File: src/source/clk_rst_pkg.sv
//==========================================================
// Shared definitions for the clock/reset control core.
// Holds bus widths, AXI-Lite channel structs, response codes,
// the register map and the domain/lock tables.
//==========================================================
`default_nettype none

package clk_rst_pkg;

   // Bus widths
   localparam int ADDR_W = 32;
   localparam int DATA_W = 32;
   localparam int STRB_W = DATA_W / 8;

   typedef struct packed {
      logic [ADDR_W-1:0] addr;
   } aw_chan_t;

   typedef struct packed {
      logic [DATA_W-1:0] data;
      logic [STRB_W-1:0] strb;
   } w_chan_t;

   typedef struct packed {
      logic [1:0] resp;
   } b_chan_t;

   typedef struct packed {
      logic [ADDR_W-1:0] addr;
   } ar_chan_t;

   typedef struct packed {
      logic [DATA_W-1:0] data;
      logic [1:0]        resp;
   } r_chan_t;

   localparam logic [1:0] RESP_OKAY   = 2'd0;
   localparam logic [1:0] RESP_DECERR = 2'd3;

   //==========================================================
   // Register map
   //==========================================================
   localparam logic [ADDR_W-1:0] REG_BASE = 32'h0005_8000;
   localparam int                REG_SPAN = 4096;
   localparam int                REG_OFS_W = $clog2(REG_SPAN);

   localparam logic [REG_OFS_W-1:0] OFS_DOMAIN_RST = 12'h000;
   localparam logic [REG_OFS_W-1:0] OFS_GLBL_RST   = 12'h004;
   localparam logic [REG_OFS_W-1:0] OFS_LOCK_STAT  = 12'h008;
   localparam logic [REG_OFS_W-1:0] OFS_SCRATCH    = 12'h00C;

   // Domains and locks
   localparam int NUM_DOMAINS = 10;
   localparam int NUM_LOCKS   = 4;

   localparam int D_MAIN    = 0;
   localparam int D_A1      = 1;
   localparam int D_A2      = 2;
   localparam int D_A3      = 3;
   localparam int D_B0      = 4;
   localparam int D_B1      = 5;
   localparam int D_C0      = 6;
   localparam int D_C1      = 7;
   localparam int D_HBM_REF = 8;
   localparam int D_HBM_AXI = 9;

   localparam int LOCK_A   = 0;
   localparam int LOCK_B   = 1;
   localparam int LOCK_C   = 2;
   localparam int LOCK_HBM = 3;

   typedef logic [NUM_DOMAINS-1:0] domain_vec_t;
   typedef logic [NUM_LOCKS-1:0]   lock_vec_t;

   // Domains held in reset by a missing lock
   function automatic domain_vec_t lock_hold(lock_vec_t lock);
      domain_vec_t hold;
      hold            = '0;
      hold[D_MAIN]    = 1'b0;
      hold[D_A1]      = ~lock[LOCK_A];
      hold[D_A2]      = ~lock[LOCK_A];
      hold[D_A3]      = ~lock[LOCK_A];
      hold[D_B0]      = ~lock[LOCK_B];
      hold[D_B1]      = ~lock[LOCK_B];
      hold[D_C0]      = ~lock[LOCK_C];
      hold[D_C1]      = ~lock[LOCK_C];
      // HBM reference clock comes straight from the shell
      hold[D_HBM_REF] = 1'b0;
      hold[D_HBM_AXI] = ~lock[LOCK_HBM];
      return hold;
   endfunction

endpackage

`default_nettype wire

File: src/source/axil_chan_slice.sv
//==========================================================
// One-entry valid/ready register slice for a single
// AXI-Lite channel. The payload type is a parameter.
//==========================================================
`timescale 1ns/10ps
`default_nettype none

module axil_chan_slice #(
   parameter type chan_t = logic
) (
   input  wire logic i_clk_main_a0,
   input  wire logic i_arst_n,
   // Upstream side
   input  wire chan_t i_data,
   input  wire logic  i_valid,
   output logic       o_ready,
   // Downstream side
   output chan_t      o_data,
   output logic       o_valid,
   input  wire logic  i_ready
);

   logic full_q;

   // Take a new entry when empty or when the held one leaves now
   assign o_ready = ~full_q | i_ready;
   assign o_valid = full_q;

   always_ff @(posedge i_clk_main_a0 or negedge i_arst_n) begin
      if (!i_arst_n) begin
         full_q <= 1'b0;
      end else if (o_ready) begin
         full_q <= i_valid;
      end
   end

   always_ff @(posedge i_clk_main_a0) begin
      if (o_ready && i_valid) begin
         o_data <= i_data;
      end
   end

   // Stalled output keeps its entry
   a_hold_stable : assert property (
      @(posedge i_clk_main_a0) disable iff (!i_arst_n)
      (o_valid && !i_ready) |=> (o_valid && $stable(o_data))
   );

endmodule

`default_nettype wire

File: src/source/axil_region_decode.sv
//==========================================================
// AXI-Lite region decoder. Pairs AW with W, strobes the
// register block for register-region hits and answers all
// other addresses with a decode error.
//==========================================================
`timescale 1ns/10ps
`default_nettype none

module axil_region_decode (
   input  wire logic                  i_clk_main_a0,
   input  wire logic                  i_arst_n,
   // Write request
   input  wire clk_rst_pkg::aw_chan_t i_aw,
   input  wire logic                  i_aw_valid,
   output logic                       o_aw_ready,
   input  wire clk_rst_pkg::w_chan_t  i_w,
   input  wire logic                  i_w_valid,
   output logic                       o_w_ready,
   // Write response
   output clk_rst_pkg::b_chan_t       o_b,
   output logic                       o_b_valid,
   input  wire logic                  i_b_ready,
   // Read request and response
   input  wire clk_rst_pkg::ar_chan_t i_ar,
   input  wire logic                  i_ar_valid,
   output logic                       o_ar_ready,
   output clk_rst_pkg::r_chan_t       o_r,
   output logic                       o_r_valid,
   input  wire logic                  i_r_ready,
   // Register block port
   output logic                                  o_reg_wr,
   output logic                                  o_reg_rd,
   output logic [clk_rst_pkg::REG_OFS_W-1:0]     o_reg_ofs,
   output logic [clk_rst_pkg::DATA_W-1:0]        o_reg_wdata,
   output logic [clk_rst_pkg::STRB_W-1:0]        o_reg_wstrb,
   input  wire logic [clk_rst_pkg::DATA_W-1:0]   i_reg_rdata
);

   logic wr_go;
   logic rd_go;
   logic wr_hit;
   logic rd_hit;

   // Region match on the page bits above the offset
   assign wr_hit = i_aw.addr[clk_rst_pkg::ADDR_W-1:clk_rst_pkg::REG_OFS_W] ==
                   clk_rst_pkg::REG_BASE[clk_rst_pkg::ADDR_W-1:clk_rst_pkg::REG_OFS_W];
   assign rd_hit = i_ar.addr[clk_rst_pkg::ADDR_W-1:clk_rst_pkg::REG_OFS_W] ==
                   clk_rst_pkg::REG_BASE[clk_rst_pkg::ADDR_W-1:clk_rst_pkg::REG_OFS_W];

   // Writes win the register port and reads wait a cycle
   assign wr_go = i_aw_valid & i_w_valid & ~o_b_valid;
   assign rd_go = i_ar_valid & ~o_r_valid & ~wr_go;

   assign o_aw_ready = wr_go;
   assign o_w_ready  = wr_go;
   assign o_ar_ready = rd_go;

   assign o_reg_wr    = wr_go & wr_hit;
   assign o_reg_rd    = rd_go & rd_hit;
   assign o_reg_ofs   = wr_go ? i_aw.addr[clk_rst_pkg::REG_OFS_W-1:0]
                              : i_ar.addr[clk_rst_pkg::REG_OFS_W-1:0];
   assign o_reg_wdata = i_w.data;
   assign o_reg_wstrb = i_w.strb;

   //==========================================================
   // Response registers
   //==========================================================
   always_ff @(posedge i_clk_main_a0 or negedge i_arst_n) begin
      if (!i_arst_n) begin
         o_b_valid <= 1'b0;
         o_r_valid <= 1'b0;
      end else begin
         if (wr_go) begin
            o_b_valid <= 1'b1;
         end else if (i_b_ready) begin
            o_b_valid <= 1'b0;
         end
         if (rd_go) begin
            o_r_valid <= 1'b1;
         end else if (i_r_ready) begin
            o_r_valid <= 1'b0;
         end
      end
   end

   always_ff @(posedge i_clk_main_a0) begin
      if (wr_go) begin
         o_b.resp <= wr_hit ? clk_rst_pkg::RESP_OKAY : clk_rst_pkg::RESP_DECERR;
      end
      if (rd_go) begin
         o_r.data <= rd_hit ? i_reg_rdata : '0;
         o_r.resp <= rd_hit ? clk_rst_pkg::RESP_OKAY : clk_rst_pkg::RESP_DECERR;
      end
   end

   // Write address waiting for its data stays put until joined
   a_aw_hold : assert property (
      @(posedge i_clk_main_a0) disable iff (!i_arst_n)
      (i_aw_valid && !o_aw_ready) |=> (i_aw_valid && $stable(i_aw))
   );

endmodule

`default_nettype wire

File: src/source/clk_rst_regs.sv
//==========================================================
// Control registers for the reset domains. Combines the
// domain, global and lock state into one active-low reset
// request per domain.
//==========================================================
`timescale 1ns/10ps
`default_nettype none

module clk_rst_regs (
   input  wire logic                                i_clk_main_a0,
   input  wire logic                                i_arst_n,
   // Register port from the decoder
   input  wire logic                                i_reg_wr,
   input  wire logic                                i_reg_rd,
   input  wire logic [clk_rst_pkg::REG_OFS_W-1:0]   i_reg_ofs,
   input  wire logic [clk_rst_pkg::DATA_W-1:0]      i_reg_wdata,
   input  wire logic [clk_rst_pkg::STRB_W-1:0]      i_reg_wstrb,
   output logic [clk_rst_pkg::DATA_W-1:0]           o_reg_rdata,
   // Clock generator locks
   input  wire clk_rst_pkg::lock_vec_t              i_mmcm_lock,
   output clk_rst_pkg::domain_vec_t                 o_rst_req_n
);

   clk_rst_pkg::domain_vec_t        domain_rst_q;
   logic                            glbl_rst_q;
   logic [clk_rst_pkg::DATA_W-1:0]  scratch_q;
   clk_rst_pkg::lock_vec_t          lock_meta_q;
   clk_rst_pkg::lock_vec_t          lock_q;

   //==========================================================
   // Register writes
   //==========================================================
   always_ff @(posedge i_clk_main_a0 or negedge i_arst_n) begin
      if (!i_arst_n) begin
         domain_rst_q <= '0;
         glbl_rst_q   <= 1'b0;
         scratch_q    <= '0;
      end else if (i_reg_wr) begin
         case (i_reg_ofs)
            clk_rst_pkg::OFS_DOMAIN_RST: begin
               if (i_reg_wstrb[0]) begin
                  domain_rst_q[7:0] <= i_reg_wdata[7:0];
               end
               if (i_reg_wstrb[1]) begin
                  domain_rst_q[clk_rst_pkg::NUM_DOMAINS-1:8] <=
                     i_reg_wdata[clk_rst_pkg::NUM_DOMAINS-1:8];
               end
            end
            clk_rst_pkg::OFS_GLBL_RST: begin
               if (i_reg_wstrb[0]) begin
                  glbl_rst_q <= i_reg_wdata[0];
               end
            end
            clk_rst_pkg::OFS_SCRATCH: begin
               for (int b = 0; b < clk_rst_pkg::STRB_W; b++) begin
                  if (i_reg_wstrb[b]) begin
                     scratch_q[8*b +: 8] <= i_reg_wdata[8*b +: 8];
                  end
               end
            end
            // Lock status is read-only, other offsets ignored
            default: begin
            end
         endcase
      end
   end

   // Read mux, zero outside a read cycle
   always_comb begin
      o_reg_rdata = '0;
      if (i_reg_rd) begin
         case (i_reg_ofs)
            clk_rst_pkg::OFS_DOMAIN_RST: begin
               o_reg_rdata[clk_rst_pkg::NUM_DOMAINS-1:0] = domain_rst_q;
            end
            clk_rst_pkg::OFS_GLBL_RST: begin
               o_reg_rdata[0] = glbl_rst_q;
            end
            clk_rst_pkg::OFS_LOCK_STAT: begin
               o_reg_rdata[clk_rst_pkg::NUM_LOCKS-1:0] = lock_q;
            end
            clk_rst_pkg::OFS_SCRATCH: begin
               o_reg_rdata = scratch_q;
            end
            default: begin
            end
         endcase
      end
   end

   //==========================================================
   // Lock sampling and reset requests
   //==========================================================
   // Locks come from other clock generators, two flops deep
   always_ff @(posedge i_clk_main_a0 or negedge i_arst_n) begin
      if (!i_arst_n) begin
         lock_meta_q <= '0;
         lock_q      <= '0;
      end else begin
         lock_meta_q <= i_mmcm_lock;
         lock_q      <= lock_meta_q;
      end
   end

   assign o_rst_req_n = ~(domain_rst_q |
                          {clk_rst_pkg::NUM_DOMAINS{glbl_rst_q}} |
                          clk_rst_pkg::lock_hold(lock_q));

endmodule

`default_nettype wire

File: src/source/rst_sync.sv
//==========================================================
// Reset synchronizer. Asserts at once on either reset input
// and releases SYNC_STAGES clocks after both are high.
//==========================================================
`timescale 1ns/10ps
`default_nettype none

module rst_sync #(
   parameter int SYNC_STAGES = 2
) (
   input  wire logic i_clk_main_a0,
   input  wire logic i_arst_n,
   input  wire logic i_rst_req_n,
   output logic      o_rst_n
);

   logic                   clr_n;
   logic [SYNC_STAGES-1:0] chain_q;

   // Either source clears the chain asynchronously
   assign clr_n = i_arst_n & i_rst_req_n;

   always_ff @(posedge i_clk_main_a0 or negedge clr_n) begin
      if (!clr_n) begin
         chain_q <= '0;
      end else begin
         chain_q <= (chain_q << 1) | SYNC_STAGES'(1);
      end
   end

   assign o_rst_n = chain_q[SYNC_STAGES-1];

   a_no_early_release : assert property (
      @(posedge i_clk_main_a0) disable iff (!i_arst_n)
      $rose(o_rst_n) |-> i_rst_req_n
   );

endmodule

`default_nettype wire

File: src/source/clk_rst_top.sv
//==========================================================
// Clock/reset control core top level. AXI-Lite control port
// through channel slices to the decoder and register block,
// then one reset synchronizer per domain.
//==========================================================
`timescale 1ns/10ps
`default_nettype none

module clk_rst_top #(
   parameter int SYNC_STAGES = 2
) (
   input  wire logic                   i_clk_main_a0,
   input  wire logic                   i_arst_n,
   // AXI-Lite control port
   input  wire clk_rst_pkg::aw_chan_t  i_aw,
   input  wire logic                   i_aw_valid,
   output logic                        o_aw_ready,
   input  wire clk_rst_pkg::w_chan_t   i_w,
   input  wire logic                   i_w_valid,
   output logic                        o_w_ready,
   output clk_rst_pkg::b_chan_t        o_b,
   output logic                        o_b_valid,
   input  wire logic                   i_b_ready,
   input  wire clk_rst_pkg::ar_chan_t  i_ar,
   input  wire logic                   i_ar_valid,
   output logic                        o_ar_ready,
   output clk_rst_pkg::r_chan_t        o_r,
   output logic                        o_r_valid,
   input  wire logic                   i_r_ready,
   // Locks and domain resets
   input  wire clk_rst_pkg::lock_vec_t i_mmcm_lock,
   output clk_rst_pkg::domain_vec_t    o_domain_rst_n
);

   clk_rst_pkg::aw_chan_t aw_q;
   logic                  aw_q_valid, aw_q_ready;
   clk_rst_pkg::w_chan_t  w_q;
   logic                  w_q_valid, w_q_ready;
   clk_rst_pkg::ar_chan_t ar_q;
   logic                  ar_q_valid, ar_q_ready;
   clk_rst_pkg::b_chan_t  b_d;
   logic                  b_d_valid, b_d_ready;
   clk_rst_pkg::r_chan_t  r_d;
   logic                  r_d_valid, r_d_ready;

   logic                                reg_wr;
   logic                                reg_rd;
   logic [clk_rst_pkg::REG_OFS_W-1:0]   reg_ofs;
   logic [clk_rst_pkg::DATA_W-1:0]      reg_wdata;
   logic [clk_rst_pkg::STRB_W-1:0]      reg_wstrb;
   logic [clk_rst_pkg::DATA_W-1:0]      reg_rdata;
   clk_rst_pkg::domain_vec_t            rst_req_n;

   //==========================================================
   // Channel slices
   //==========================================================
   axil_chan_slice #(.chan_t(clk_rst_pkg::aw_chan_t)) u_aw_slice (
      .i_clk_main_a0 (i_clk_main_a0), .i_arst_n (i_arst_n),
      .i_data (i_aw), .i_valid (i_aw_valid), .o_ready (o_aw_ready),
      .o_data (aw_q), .o_valid (aw_q_valid), .i_ready (aw_q_ready)
   );

   axil_chan_slice #(.chan_t(clk_rst_pkg::w_chan_t)) u_w_slice (
      .i_clk_main_a0 (i_clk_main_a0), .i_arst_n (i_arst_n),
      .i_data (i_w), .i_valid (i_w_valid), .o_ready (o_w_ready),
      .o_data (w_q), .o_valid (w_q_valid), .i_ready (w_q_ready)
   );

   axil_chan_slice #(.chan_t(clk_rst_pkg::ar_chan_t)) u_ar_slice (
      .i_clk_main_a0 (i_clk_main_a0), .i_arst_n (i_arst_n),
      .i_data (i_ar), .i_valid (i_ar_valid), .o_ready (o_ar_ready),
      .o_data (ar_q), .o_valid (ar_q_valid), .i_ready (ar_q_ready)
   );

   axil_chan_slice #(.chan_t(clk_rst_pkg::b_chan_t)) u_b_slice (
      .i_clk_main_a0 (i_clk_main_a0), .i_arst_n (i_arst_n),
      .i_data (b_d), .i_valid (b_d_valid), .o_ready (b_d_ready),
      .o_data (o_b), .o_valid (o_b_valid), .i_ready (i_b_ready)
   );

   axil_chan_slice #(.chan_t(clk_rst_pkg::r_chan_t)) u_r_slice (
      .i_clk_main_a0 (i_clk_main_a0), .i_arst_n (i_arst_n),
      .i_data (r_d), .i_valid (r_d_valid), .o_ready (r_d_ready),
      .o_data (o_r), .o_valid (o_r_valid), .i_ready (i_r_ready)
   );

   axil_region_decode u_region_decode (
      .i_clk_main_a0 (i_clk_main_a0), .i_arst_n   (i_arst_n),
      .i_aw          (aw_q),          .i_aw_valid (aw_q_valid), .o_aw_ready (aw_q_ready),
      .i_w           (w_q),           .i_w_valid  (w_q_valid),  .o_w_ready  (w_q_ready),
      .o_b           (b_d),           .o_b_valid  (b_d_valid),  .i_b_ready  (b_d_ready),
      .i_ar          (ar_q),          .i_ar_valid (ar_q_valid), .o_ar_ready (ar_q_ready),
      .o_r           (r_d),           .o_r_valid  (r_d_valid),  .i_r_ready  (r_d_ready),
      .o_reg_wr      (reg_wr),        .o_reg_rd   (reg_rd),     .o_reg_ofs  (reg_ofs),
      .o_reg_wdata   (reg_wdata),     .o_reg_wstrb (reg_wstrb), .i_reg_rdata (reg_rdata)
   );

   clk_rst_regs u_clk_rst_regs (
      .i_clk_main_a0 (i_clk_main_a0), .i_arst_n    (i_arst_n),
      .i_reg_wr      (reg_wr),        .i_reg_rd    (reg_rd),
      .i_reg_ofs     (reg_ofs),       .i_reg_wdata (reg_wdata),
      .i_reg_wstrb   (reg_wstrb),     .o_reg_rdata (reg_rdata),
      .i_mmcm_lock   (i_mmcm_lock),   .o_rst_req_n (rst_req_n)
   );

   // One synchronizer per reset domain
   for (genvar d = 0; d < clk_rst_pkg::NUM_DOMAINS; d++) begin : g_rst_sync
      rst_sync #(.SYNC_STAGES(SYNC_STAGES)) u_rst_sync (
         .i_clk_main_a0 (i_clk_main_a0),
         .i_arst_n      (i_arst_n),
         .i_rst_req_n   (rst_req_n[d]),
         .o_rst_n       (o_domain_rst_n[d])
      );
   end

endmodule

`default_nettype wire

File: config.mk
export PLATFORM = sky130hd
export DESIGN_NAME = clk_rst_top
export DESIGN_NICKNAME = d
export VERILOG_FILES = /design/src/source/clk_rst_pkg.sv /design/src/source/axil_chan_slice.sv /design/src/source/axil_region_decode.sv /design/src/source/clk_rst_regs.sv /design/src/source/rst_sync.sv /design/src/source/clk_rst_top.sv
export SDC_FILE = /design/constraint.sdc
export NUM_CORES = 1
export LEC_CHECK = 0
export BUFFER_PORTS_ARGS = -buffer_cell sky130_fd_sc_hd__buf_2
export CORE_ASPECT_RATIO = 2
export CORE_MARGIN = 5
export CORE_UTILIZATION = 55
export CTS_BUF_LIST = sky130_fd_sc_hd__clkbuf_8
export CTS_CLUSTER_DIAMETER = 100
export CTS_CLUSTER_SIZE = 12
export DETAILED_ROUTE_END_ITERATION = 7
export PLACE_DENSITY = 0.79
export SLEW_MARGIN = 20
export SYNTH_ARGS = -nofsm -noshare
export SYNTH_HDL_FRONTEND = slang
export SYNTH_SLANG_ARGS = --single-unit
File: constraint.sdc
create_clock -name i_clk_main_a0 -period 1.3 [get_ports i_clk_main_a0]
set_input_delay 0.26 -clock i_clk_main_a0 [delete_from_list [all_inputs] [get_ports i_clk_main_a0]]
set_output_delay 0.26 -clock i_clk_main_a0 [all_outputs]
set_load 0.02 [all_outputs]
Word level (Yosys, flattened, before mapping):

Cells that the tools add are included.

* register bits: 250
* output and inout port bits: 51
* word-level logic and storage cells: 105

* multiplexer cells: 10
* reduce and logical (&&, ||, !) cells: 17
* equal/unequal tests: 5
* bitwise gates (word level): 36

Operator list (number)
* == test 20 x 7 -> 1 bit (second input constant): 2
* == test 12 x 4 -> 1 bit (second input constant): 2
* AND reduction 3 bit: 8
* bitwise OR 10 bit: 2
* AND 1 bit: 16
* == test 12 x 3 -> 1 bit (second input constant): 1
* zero test 12 bit: 1
* two-way mux 12 bit: 1
* NOT 1 bit: 12
* one-hot mux 6 bit (2 select lines): 1
* NOT 10 bit: 1
* one-hot mux 3 bit (3 select lines): 1
* logical AND 1 bit: 5
* bitwise OR 1 bit: 5
* two-way mux 1 bit: 4
* two-way mux 2 bit: 2
* one-hot mux 1 bit (4 select lines): 1
* nonzero test 2 bit: 2
* AND reduction 2 bit: 1

Longest topological paths before layout:

Gate-level depths: netlist of the first run.

* depth in word-level cells: 6
* mapped depth: 7
* depth with buffers taken out: 6

Cells and area by module:

A second synthesis of the first run with hierarchy kept.

* cell total of the unflattened synthesis: 566
* area total of the unflattened synthesis: 9382.7 sq um

Modules (own cells, without submodules)
* clk_rst_regs: area an instance 2478.6 sq um, times used 1, cells an instance 218
* axil_chan_slice (u_ar_slice ...): area an instance 1014.7 sq um, times used 2, cells an instance 36
* axil_region_decode: area an instance 1950.6 sq um, times used 1, cells an instance 152
* axil_chan_slice (u_w_slice): area an instance 1134.8 sq um, times used 1, cells an instance 40
* axil_chan_slice (u_r_slice): area an instance 1074.8 sq um, times used 1, cells an instance 38
* rst_sync: area an instance 60.1 sq um, times used 10, cells an instance 4
* axil_chan_slice (u_b_slice): area an instance 113.9 sq um, times used 1, cells an instance 6

Worst setup path before layout of the first run:

No wires, ideal clock.

* path kind: register to register
* start: register u_aw_slice.full_q, in the netlist u_aw_slice.o_valid
* end: register u_region_decode.o_r[13] in the netlist's numbering, data pin
* slack: -2.064 ns
* stages on the path, launching flop included: 8
* arrival time: 3.233 ns
* data required time: 1.169 ns
* buffers on the path: 1
* cells stage by stage: dfrtp_1 nand3b_4 clkinv_1 nor2_1 nand4_2 nor3_2 clkbuf_1 and2_1

* word-level cells in the longest chain between the ends: 6

RTL lines
* start: declaration: line axil_chan_slice.sv:23 `logic full_q;`
* start signal: assignment: line axil_chan_slice.sv:33 `full_q <= i_valid;`
* AND 1 bit (2 in series): line axil_region_decode.sv:51 `assign wr_go = i_aw_valid & i_w_valid & ~o_b_valid;`
* named net aw_q_ready: line clk_rst_top.sv:36 `logic aw_q_valid, aw_q_ready;`
* NOT 1 bit: line axil_region_decode.sv:52 `assign rd_go = i_ar_valid & ~o_r_valid & ~wr_go;`
* AND 1 bit: line axil_region_decode.sv:52
* named net ar_q_ready: line clk_rst_top.sv:40 `logic ar_q_valid, ar_q_ready;`
* AND 1 bit: line axil_region_decode.sv:59 `assign o_reg_rd = rd_go & rd_hit;`
* AND reduction 3 bit (no line)
* end: declaration: line axil_region_decode.sv:27 `output clk_rst_pkg::r_chan_t o_r,`

The timed path passes the listed nets, and every way through them passes these cells.
A chain may end at the register's enable or synchronous reset.

Worst setup path after layout of the first run:

* start: register u_aw_slice.o_data[21] in the netlist's numbering
* end: register u_clk_rst_regs.scratch_q[17] in the netlist's numbering

* word-level cells in the longest chain between the ends: 3

RTL lines
* start: declaration: line axil_chan_slice.sv:18 `output chan_t o_data,`
* start signal: assignment: line axil_chan_slice.sv:39 `o_data <= i_data;`
* == test 20 x 7 -> 1 bit: line axil_region_decode.sv:45 `assign wr_hit = i_aw.addr[clk_rst_pkg::ADDR_W-1:clk_rst_pkg::REG_OFS_W] ==`
* AND 1 bit: line axil_region_decode.sv:58 `assign o_reg_wr = wr_go & wr_hit;`
* AND reduction 3 bit (no line)
* end signal: indexed assignment: line clk_rst_regs.sv:57 `scratch_q[8*b +: 8] <= i_reg_wdata[8*b +: 8];`
* end: declaration: line clk_rst_regs.sv:26 `logic [clk_rst_pkg::DATA_W-1:0] scratch_q;`

Every way passes these cells.

==> flow_summary.json, run 1 <==
{
  "rsz0062_at_grt": "true",
  "die_h_um": 186,
  "hold_viol": 0,
  "final_cells": 1063,
  "reg2reg_to": "u_clk_rst_regs.scratch_q[17]",
  "timing.fmax_ghz": 0.444,
  "pre_cts_ws_ns": -0.968,
  "io_pins": 162,
  "initial_core_util_pct": 55.7,
  "drv_slew": 0,
  "yosysSeqAreaShare_pct": 82.1,
  "synth-warning-count": 0,
  "cp_common_cell": "buf_6",
  "holdWs_ns": 0.0541,
  "drt_iter0_markers": 216,
  "yosys_register_bits": 246,
  "gp_congestion": 0.824,
  "rr_startpoint": "u_aw_slice.o_data[21]",
  "cts_buffers": 24,
  "layout_setup_ws_ns": -0.954,
  "firstDrtPassIters": 4,
  "ir_worst_vdd_mv": 1.34,
  "finalSetupViolCount": 264,
  "clkLatencyLatePin_ns": 0.56,
  "fillers": 621,
  "core_region_area_mm2": 0.0153,
  "netlist_top_cells_count": "168 x edfxtp_1, 78 x dfrtp_1, 44 x mux2_2",
  "dpl.hpwl_um": 12000,
  "holdPathEnd": "u_b_slice.o_valid",
  "dp_cells": 854,
  "max_stage_delay_ns": 0.44,
  "maxCapViolCount": 0,
  "hold-path-cell-count": 3,
  "syn_to_final_growth_pct": 53.9,
  "crit_fanout": 8,
  "path_class": "flip-flop to flip-flop",
  "hp-start": "i_b_ready",
  "vias_per_cell": 5.28,
  "setup_tns_ns": -126.61,
  "async_flop_share_pct": 31.7,
  "critical_path.cell_chain": "nor4b_2 > buf_4 > nand4_1 > buf_6 > nor4_4 > buf_6 > nand2_4 > mux2_2",
  "antenna_left": 0,
  "grt_pass1_vias": 6222,
  "final_layout_size_suffix_gt1_share_pct": 48.6,
  "netlist_instances": 448,
  "synth_edf_count": 168,
  "die_w_um": 98,
  "outcome": "finished with violations",
  "violations": "setup timing",
  "clk_root_buffer_cell": "clkbuf_8",
  "core.rowCount": 64,
  "cts_max_level": 1,
  "port_buffers": 161,
  "total_power_uw": 22900,
  "antenna_found_initial": 0,
  "cp.required_ns": 1.72,
  "wl_um": 24100,
  "gr-total-overflow": 0,
  "slowest_stage": "edfxtp_1",
  "track_usage_pct": 23.5,
  "worstSetupEndpointType": "flip-flop",
  "wire_per_inst_um": 22.7,
  "cts_buffer_depth": 3,
  "clock_sinks": 246,
  "synth_top_cell_area_share_pct": 59.2,
  "min_path_type": "primary input to flip-flop",
  "reg2reg_depth": 8,
  "fin_crit_sh_pct": 173,
  "synth_top_area_cell": "edfxtp_1",
  "ys_types": 46,
  "clk_pin_slew_ns": 0.09,
  "cp_top_family": "simple AND/OR/NAND/NOR gates",
  "power_leakage_uw": 0.00557,
  "drc": 0,
  "synth.most_common_cell": "edfxtp_1",
  "finalCriticalPeriod_ns": 2.25,
  "grt_max_degree": 34,
  "via_count": 5611,
  "grt_first_pass_wirelength_um": 32700,
  "synth.area.top_cells": "edfxtp_1 59%, dfrtp_1 23%, mux2_2 5.8%",
  "worstSetupStartpointType": "flip-flop",
  "skew_ns": 0.0244,
  "crit_arrival_ns": 2.68,
  "r2r_slack_ns": -0.95,
  "powerDensity_mw_per_mm2": 1750,
  "synth_top_flop_cell": "edfxtp_1",
  "cts_tree": "done",
  "syn_area_per_cell_um2": 19.0,
  "die_area_mm2": 0.0182,
  "synthesis.area_mm2": 0.00852,
  "num-nets-final": 956,
  "worst-path-buf-inv": 3
}
==> metal layers <==
layer | global-route usage [%] | wire length, um | vias to the layer above
met2 | 46.3 | 14300 | 255
met5 | 0 | 0 | -
met4 | 10.7 | 1170 | 0
met1 | 23.5 | 7420 | 2822
met3 | 3.94 | 1260 | 83
li1 | - | - | 2451
==> how the worst max path moves through the flow <==
stage / to / slack, ns / from / cells past startpoint
2_1_floorplan: u_region_decode.o_r[13] / -0.77 / u_aw_slice.o_valid / 7
3_3_place_gp: u_clk_rst_regs.scratch_q[23] / -0.91 / u_aw_slice.o_data[21] / 7
3_5_place_dp: u_clk_rst_regs.scratch_q[23] / -0.97 / u_aw_slice.o_data[22] / 7
4_1_cts: u_clk_rst_regs.scratch_q[23] / -0.80 / u_aw_slice.o_data[27] / 8
5_1_grt: u_clk_rst_regs.scratch_q[17] / -1.04 / u_aw_slice.o_data[13] / 7
6_report: u_clk_rst_regs.scratch_q[17] / -0.95 / u_aw_slice.o_data[21] / 8
==> final cells by class <==
cell class,count,area [um^2],area share [%]
sequential,246,7000,53.4
timing repair buffer,377,3540,27.0
multi-input combinational,190,1860,14.2
clock buffer,25,344,2.63
tap,198,248,1.89
clock inverter,19,76.3,0.582
inverter,6,30.0,0.229
antenna,2,5.00,0.0382
==> layout by cell type, fill, tap and decap left out, types with 3 or more instances in the layout <==
| cell type | count |
|---|---|
| buf_16 | 6 |
| mux2_4 | 4 |
| mux2i_1 | 6 |
| and2_4 | 25 |
| nand3_1 | 4 |
| nor4_1 | 4 |
| buf_6 | 89 |
| buf_2 | 117 |
| mux2_2 | 41 |
| nor2_4 | 4 |
| inv_1 | 22 |
| a22oi_2 | 6 |
| buf_8 | 6 |
| nor3b_1 | 3 |
| conb_1 | 10 |
| clkbuf_16 | 5 |
| nor4_4 | 6 |
| dfrtp_1 | 76 |
| clkbuf_8 | 25 |
| nand2b_1 | 6 |
| edfxtp_1 | 168 |
| nor2_1 | 14 |
| buf_12 | 12 |
| nand2_4 | 4 |
| buf_4 | 34 |
| dlygate4sd3_1 | 108 |
| nand2_1 | 9 |
==> tightest hold or removal path: stages <==
cell and delay (ns):
buf_2 0.08, nand2b_1 0.14, nand2_1 0.08
==> where the power goes <==
part           internal (uW)  switching, uW
clock network           1790           2590
logic                   3900           3380
registers              10500            738
==> through the flow <==
| step | cell area (um^2) | utilization [%] |
|---|---|---|
| finish | 13100 | 85.7 |
| global route | 13100 | 85.7 |
| CTS | 12400 | 80.9 |
| floorplan | 8650 | - |
| detailed placement | 10100 | 65.8 |
| global placement | 10100 | 65.8 |
==> cell families (layout without fill, tap and decap cells) <==
kind of cell / count (synthesis) / after routing / synth area share [%]
DFF: 246 / 246 / 82.1
and+or+nand+nor: 112 / 112 / 8.06
muxes: 52 / 52 / 6.92
buffers and inverters: 21 / 427 / 1.47
AOI/OAI and AO/OA: 16 / 16 / 1.37
other: 1 / 12 / 0.0440
==> sequential cells by signal, indices dropped and copies added, names as in the netlist, 4 cells and up <==
register,cells
u_clk_rst_regs.lock_q,4
u_clk_rst_regs.scratch_q,32
u_aw_slice.o_data,32
u_region_decode.o_r,33
u_w_slice.o_data,36
u_ar_slice.o_data,32
u_clk_rst_regs.lock_meta_q,4
u_r_slice.o_data,33
g_rst_sync.u_rst_sync.chain_q,20
u_clk_rst_regs.domain_rst_q,10
==> timing repair <==
item / 4_1_cts / 5_1_grt
hold endpoints to repair: 171 / 0
setup endpoints to repair: 261 / 281
hold buffers: 108 / 0
cloned: 8 / 6
gates resized for setup: 97 / 149
pin swaps: 29 / 29
buffers inserted: 23 / 34
Power figures use the tool's default switching activity.
==> run 2, diff against run 1 <==
==> constraint.sdc (replaced) <==
create_clock -name i_clk_main_a0 -period 1.3 [get_ports i_clk_main_a0]
set_input_delay 0 -clock i_clk_main_a0 [delete_from_list [all_inputs] [get_ports i_clk_main_a0]]
set_output_delay 0 -clock i_clk_main_a0 [all_outputs]
set_load 0.02 [all_outputs]
==> flow_summary.json, run 2 (synthesis gave the netlist of run 1 again) <==
{
  "firstDrtPassIters": 6,
  "holdWs_ns": 0.100,
  "clock_sinks": 246,
  "multiInputGateArea_mm2": 0.00193,
  "cts_buffer_depth": 3,
  "clk_root_buffer_cell": "clkbuf_8",
  "initial_core_util_pct": 55.7,
  "grt_pass1_vias": 6275,
  "dpl.hpwl_um": 12200,
  "drc": 0,
  "path_class": "flip-flop to flip-flop",
  "wire_per_inst_um": 21.8,
  "cts_tree": "done",
  "outcome": "finished with violations",
  "r2r_slack_ns": -0.86,
  "crit_arrival_ns": 2.54,
  "seq_area_mm2": 0.00700,
  "gp_congestion": 0.835,
  "rr_startpoint": "u_region_decode.o_b_valid",
  "cp.required_ns": 1.68,
  "timing.fmax_ghz": 0.463,
  "antenna_found_initial": 0,
  "total_power_uw": 22200,
  "min_path_type": "primary input to flip-flop",
  "cts_buffers": 24,
  "power_leakage_uw": 0.00546,
  "skew_ns": 0.0257,
  "violations": "setup timing",
  "post_dp_cell_area_mm2": 0.0101,
  "die_area_mm2": 0.0182,
  "die_w_um": 98,
  "port_buffers": 161,
  "die_h_um": 186,
  "rsz0062_at_grt": "true",
  "holdPathEnd": "u_clk_rst_regs.lock_meta_q[3]",
  "drt_iter0_markers": 261,
  "worstSetupStartpointType": "flip-flop",
  "grt_max_degree": 34,
  "maxCapViolCount": 0,
  "pre_cts_ws_ns": -0.960,
  "gr-total-overflow": 0,
  "hold-path-cell-count": 2,
  "powerDensity_mw_per_mm2": 1720,
  "fillers": 677,
  "wl_um": 23100,
  "reg2reg_to": "u_region_decode.o_r[5]",
  "syn_to_final_growth_pct": 50.9,
  "ir_worst_vdd_mv": 1.10,
  "io_pins": 162,
  "antenna_cells": 0,
  "finalCriticalPeriod_ns": 2.16,
  "final_common_cell": "edfxtp_1",
  "antenna_left": 0,
  "drv_slew": 0,
  "top_register": "u_w_slice.o_data",
  "clk_pin_slew_ns": 0.09,
  "hold_viol": 0,
  "core.rowCount": 64,
  "reg_top3": "u_w_slice.o_data: 36 flops, u_r_slice.o_data: 33 flops, u_region_decode.o_r: 33 flops",
  "final_layout_size_suffix_gt1_share_pct": 49.7,
  "worstSetupEndpointType": "flip-flop",
  "finalSetupViolCount": 218,
  "grt_first_pass_wirelength_um": 33900,
  "crit_fanout": 5,
  "vias_per_cell": 5.15,
  "layout_setup_ws_ns": -0.860,
  "via_count": 5454,
  "track_usage_pct": 24.4,
  "final_core_util_pct": 84.0,
  "core_region_area_mm2": 0.0153,
  "clkLatencyLatePin_ns": 0.54,
  "cts_max_level": 1,
  "fin_crit_sh_pct": 166,
  "num-nets-final": 955,
  "hp-start": "i_mmcm_lock[3]",
  "design_area_mm2": 0.0129,
  "largest_reg_flops": 36,
  "final_cell_mix": "168 x edfxtp_1, 158 x buf_2, 110 x dlygate4sd3_1",
  "reg2reg_depth": 9
}
==> run 2: cell count changes in the layout (fill, tap and decap cells not counted), moves of 3 or more <==
cell / previous run / this run
buf_6: 89 / 46
buf_2: 117 / 158
nor2_2: 2 / 7
buf_12: 12 / 16
nor2_1: 14 / 10
nor4_2: 1 / 5
clkbuf_16: 5 / 2
nor4_1: 4 / 1
==> run 2: metrics by stage <==
step                      setup TNS (ns)  instances
after floorplan                  -102.37        457
after detailed placement          -94.13        853
after global routing             -135.29       1060
after CTS                        -108.89       1052
after global placement            -81.84        853
final                            -127.79       1060
==> run 2: repair_timing <==
item                                    4_1_cts  5_1_grt
cloned                                       11        2
hold buffers                                110        0
resized for setup                           120       54
pin swaps                                    29       30
endpoints found under the setup margin      214      250
hold endpoints to repair                    198        0
buffers inserted                             35       21
==> run 2: worst max-delay path, cell delays in order, from the launching register on <==
cell and delay, ns:
dfrtp_1 0.42, nand3b_4 0.26, buf_6 0.18, buf_6 0.11, mux2i_1 0.16, buf_4 0.17, buf_6 0.11, mux2i_1 0.07
or3_1 0.35, a21boi_2 0.17
==> run 2: layout make-up <==
class	instances	area share [%]
Clock buffer	25	2.68
Clock inverter	19	0.594
Inverter	6	0.234
Multi-Input combinational cell	190	15.1
Sequential cell	246	54.5
Tap cell	198	1.93
Timing Repair Buffer	376	25.1
==> run 2: power by group <==
part / internal, uW / switching [uW] / leakage, uW
clock network: 1790 / 2520 / 0.000280
registers: 10500 / 701 / 0.00261
logic: 3400 / 3280 / 0.00257
total: 15700 / 6500 / 0.00546
==> run 2: metal layers <==
metal	vias to the layer above	routed length (um)	global-route usage, %	part of all wire [%]
met1	2715	7240	24.3	31
met3	61	997	3.45	4.3
met5	-	0	0	0
li1	2459	-	-	-
met4	0	900	9.76	3.9
met2	219	14000	49.6	60
==> run 2: worst max path at each step <==
stage,start,end,slack (ns),cells past startpoint
final,u_region_decode.o_b_valid,u_region_decode.o_r[5],-0.86,9
after global routing,u_aw_slice.o_data[17],u_clk_rst_regs.scratch_q[23],-0.92,8
after CTS,u_aw_slice.o_data[27],u_clk_rst_regs.scratch_q[14],-0.79,8
after detailed placement,u_aw_slice.o_data[22],u_clk_rst_regs.scratch_q[23],-0.96,7
after global placement,u_aw_slice.o_data[22],u_clk_rst_regs.scratch_q[23],-0.90,7
after floorplan,u_aw_slice.o_valid,u_region_decode.o_r[13],-0.77,7
==> run 3, diff against run 2 <==
--- a/config.mk
+++ b/config.mk
@@ -13,6 +13,7 @@
 export CTS_CLUSTER_DIAMETER = 100
 export CTS_CLUSTER_SIZE = 12
 export DETAILED_ROUTE_END_ITERATION = 7
+export MAX_ROUTING_LAYER = met4
 export PLACE_DENSITY = 0.79
 export SLEW_MARGIN = 20
 export SYNTH_ARGS = -nofsm -noshare
==> flow_summary.json, run 3 (synthesis gave the netlist of run 1 again) <==
{
  "via_count": 5477,
  "clk_pin_slew_ns": 0.09,
  "swShare_pct": 29.3,
  "worstSetupStartpointType": "flip-flop",
  "drt_iter0_markers": 275,
  "track_usage_pct": 25.2,
  "cts_max_level": 1,
  "final_core_util_pct": 84.3,
  "final_layout_size_suffix_gt1_share_pct": 49.8,
  "largest_reg_flops": 36,
  "post_dp_cell_area_mm2": 0.0101,
  "rr_startpoint": "u_aw_slice.o_data[17]",
  "port_buffers": 161,
  "design_area_mm2": 0.0129,
  "fin_crit_sh_pct": 165,
  "final_common_cell": "edfxtp_1",
  "maxCapViolCount": 0,
  "power_leakage_uw": 0.00547,
  "wl_um": 23200,
  "num-nets-final": 957,
  "cp-startpoint": "u_aw_slice.o_data[17]",
  "finalCriticalPeriod_ns": 2.14,
  "grt_pass1_vias": 6268,
  "rsz0062_at_grt": "true",
  "worstSetupEndpointType": "flip-flop",
  "seq_area_mm2": 0.00700,
  "vias_per_cell": 5.15,
  "crit_arrival_ns": 2.54,
  "slowest_stage": "edfxtp_1",
  "reg_top3": "u_w_slice.o_data: 36 flops, u_r_slice.o_data: 33 flops, u_region_decode.o_r: 33 flops",
  "outcome": "finished with violations",
  "max_stage_delay_ns": 0.41,
  "drv_slew": 0,
  "combPwrFrac_pct": 30.2,
  "reg2reg_depth": 8,
  "min_path_type": "primary input to asynchronous set/reset pin",
  "grt_max_degree": 34,
  "powerDensity_mw_per_mm2": 1720,
  "setup_tns_ns": -129.42,
  "top_register": "u_w_slice.o_data",
  "violations": "setup timing",
  "die_w_um": 98,
  "skew_ns": 0.0227,
  "crit_fanout": 8,
  "wire_per_inst_um": 21.8,
  "fillers": 662,
  "cp.required_ns": 1.70,
  "ir_worst_vdd_mv": 1.13,
  "gr-total-overflow": 0,
  "clk_root_buffer_cell": "clkbuf_8",
  "antenna_left": 0,
  "power.switching_uw": 6500,
  "cts_buffers": 24,
  "path_depth": 8,
  "layout_setup_ws_ns": -0.840,
  "core.rowCount": 64,
  "cts_buffer_depth": 3,
  "io_pins": 162,
  "final_cells": 1063,
  "power_frac_seq_pct": 50.4,
  "dp_cells": 853,
  "path_class": "flip-flop to flip-flop",
  "critical_path.cell_chain": "nor4bb_2 > buf_4 > nand4_1 > buf_6 > nor4_4 > buf_6 > nand2_8 > mux2_4",
  "drc": 0,
  "grt_first_pass_wirelength_um": 33800,
  "clkLatencyLatePin_ns": 0.54,
  "cp_common_cell": "buf_6",
  "antenna_found_initial": 1,
  "multiInputGateArea_mm2": 0.00195,
  "cts_tree": "done",
  "dpl.hpwl_um": 12200,
  "finalSetupViolCount": 218,
  "core_region_area_mm2": 0.0153,
  "r2r_slack_ns": -0.84,
  "final_cell_mix": "168 x edfxtp_1, 158 x buf_2, 110 x dlygate4sd3_1",
  "crit_end": "u_clk_rst_regs.scratch_q[23]",
  "reg2reg_to": "u_clk_rst_regs.scratch_q[23]",
  "die_h_um": 186,
  "firstDrtPassIters": 4,
  "internal_power_uw": 15700,
  "syn_to_final_growth_pct": 51.3,
  "worst-path-buf-inv": 3,
  "gp_congestion": 0.847,
  "p_clk_share_pct": 19.4,
  "hold_viol": 0,
  "cp_top_family": "simple AND/OR/NAND/NOR gates",
  "initial_core_util_pct": 55.7,
  "die_area_mm2": 0.0182,
  "clock_sinks": 246,
  "timing.fmax_ghz": 0.467
}
## run 3: worst register-to-register path: cells and delay by family (launching register included)
| kind | cells | cell delay (ns) |
|---|---|---|
| AND/OR/NAND/NOR | 4 | 0.79 |
| multiplexers | 1 | 0.31 |
| flip-flops | 1 | 0.41 |
| buffers and inverters | 3 | 0.52 |
## run 3: power by group through the flow
stage	Clock [uW]	Combinational (uW)	Sequential, uW
after global routing	4730	7010	11300
after CTS	4290	6260	11000
after detailed placement	0	3840	11200
after global placement	0	3710	11000
after floorplan	0	1470	11500
final	4300	6710	11200
## run 3: how the worst min path moves through the flow
stage                               from                                  end  slack [ns]
after floorplan                 i_arst_n                   u_ar_slice.o_valid       -0.30
after global placement          i_arst_n  g_rst_sync[8].u_rst_sync.chain_q[0]        0.11
after detailed placement  i_mmcm_lock[0]        u_clk_rst_regs.lock_meta_q[0]        0.11
after CTS                 i_mmcm_lock[3]        u_clk_rst_regs.lock_meta_q[3]        0.09
after global routing      i_mmcm_lock[3]        u_clk_rst_regs.lock_meta_q[3]        0.09
final                           i_arst_n          u_clk_rst_regs.scratch_q[0]        0.11
## run 3: per-stage QoR
stage	setup slack (ns)	total power (uW)	hold WS, ns
2_1_floorplan	-0.773	13000	-0.296
3_3_place_gp	-0.903	14700	0.111
3_5_place_dp	-0.960	15000	0.111
4_1_cts	-0.785	21600	0.0900
5_1_grt	-0.912	23000	0.0919
6_report	-0.840	22200	0.107
## run 3: cell type report
class	count	share of cell area (%)
antenna	1	0.0194
inverter	6	0.233
sequential	246	54.3
tap	198	1.92
multi-input combinational	190	15.1
timing repair buffer	378	25.2
clock buffer	25	2.67
clock inverter	19	0.592
## run 3: per-layer routing
layer / part of all wire (%) / track usage, %
met1: 31 / 24.6
met2: 60 / 49.4
met3: 4.6 / 3.08
met4: 4.5 / 9.82
met5: 0 / -
## run 3: timing repair
item / in CTS / in global routing
cloned: 11 / 2
setup endpoints to repair: 214 / 250
pin swaps: 29 / 31
setup buffers: 35 / 24
hold buffers: 110 / 0
resized for setup: 120 / 58
endpoints found under the hold margin: 198 / 0
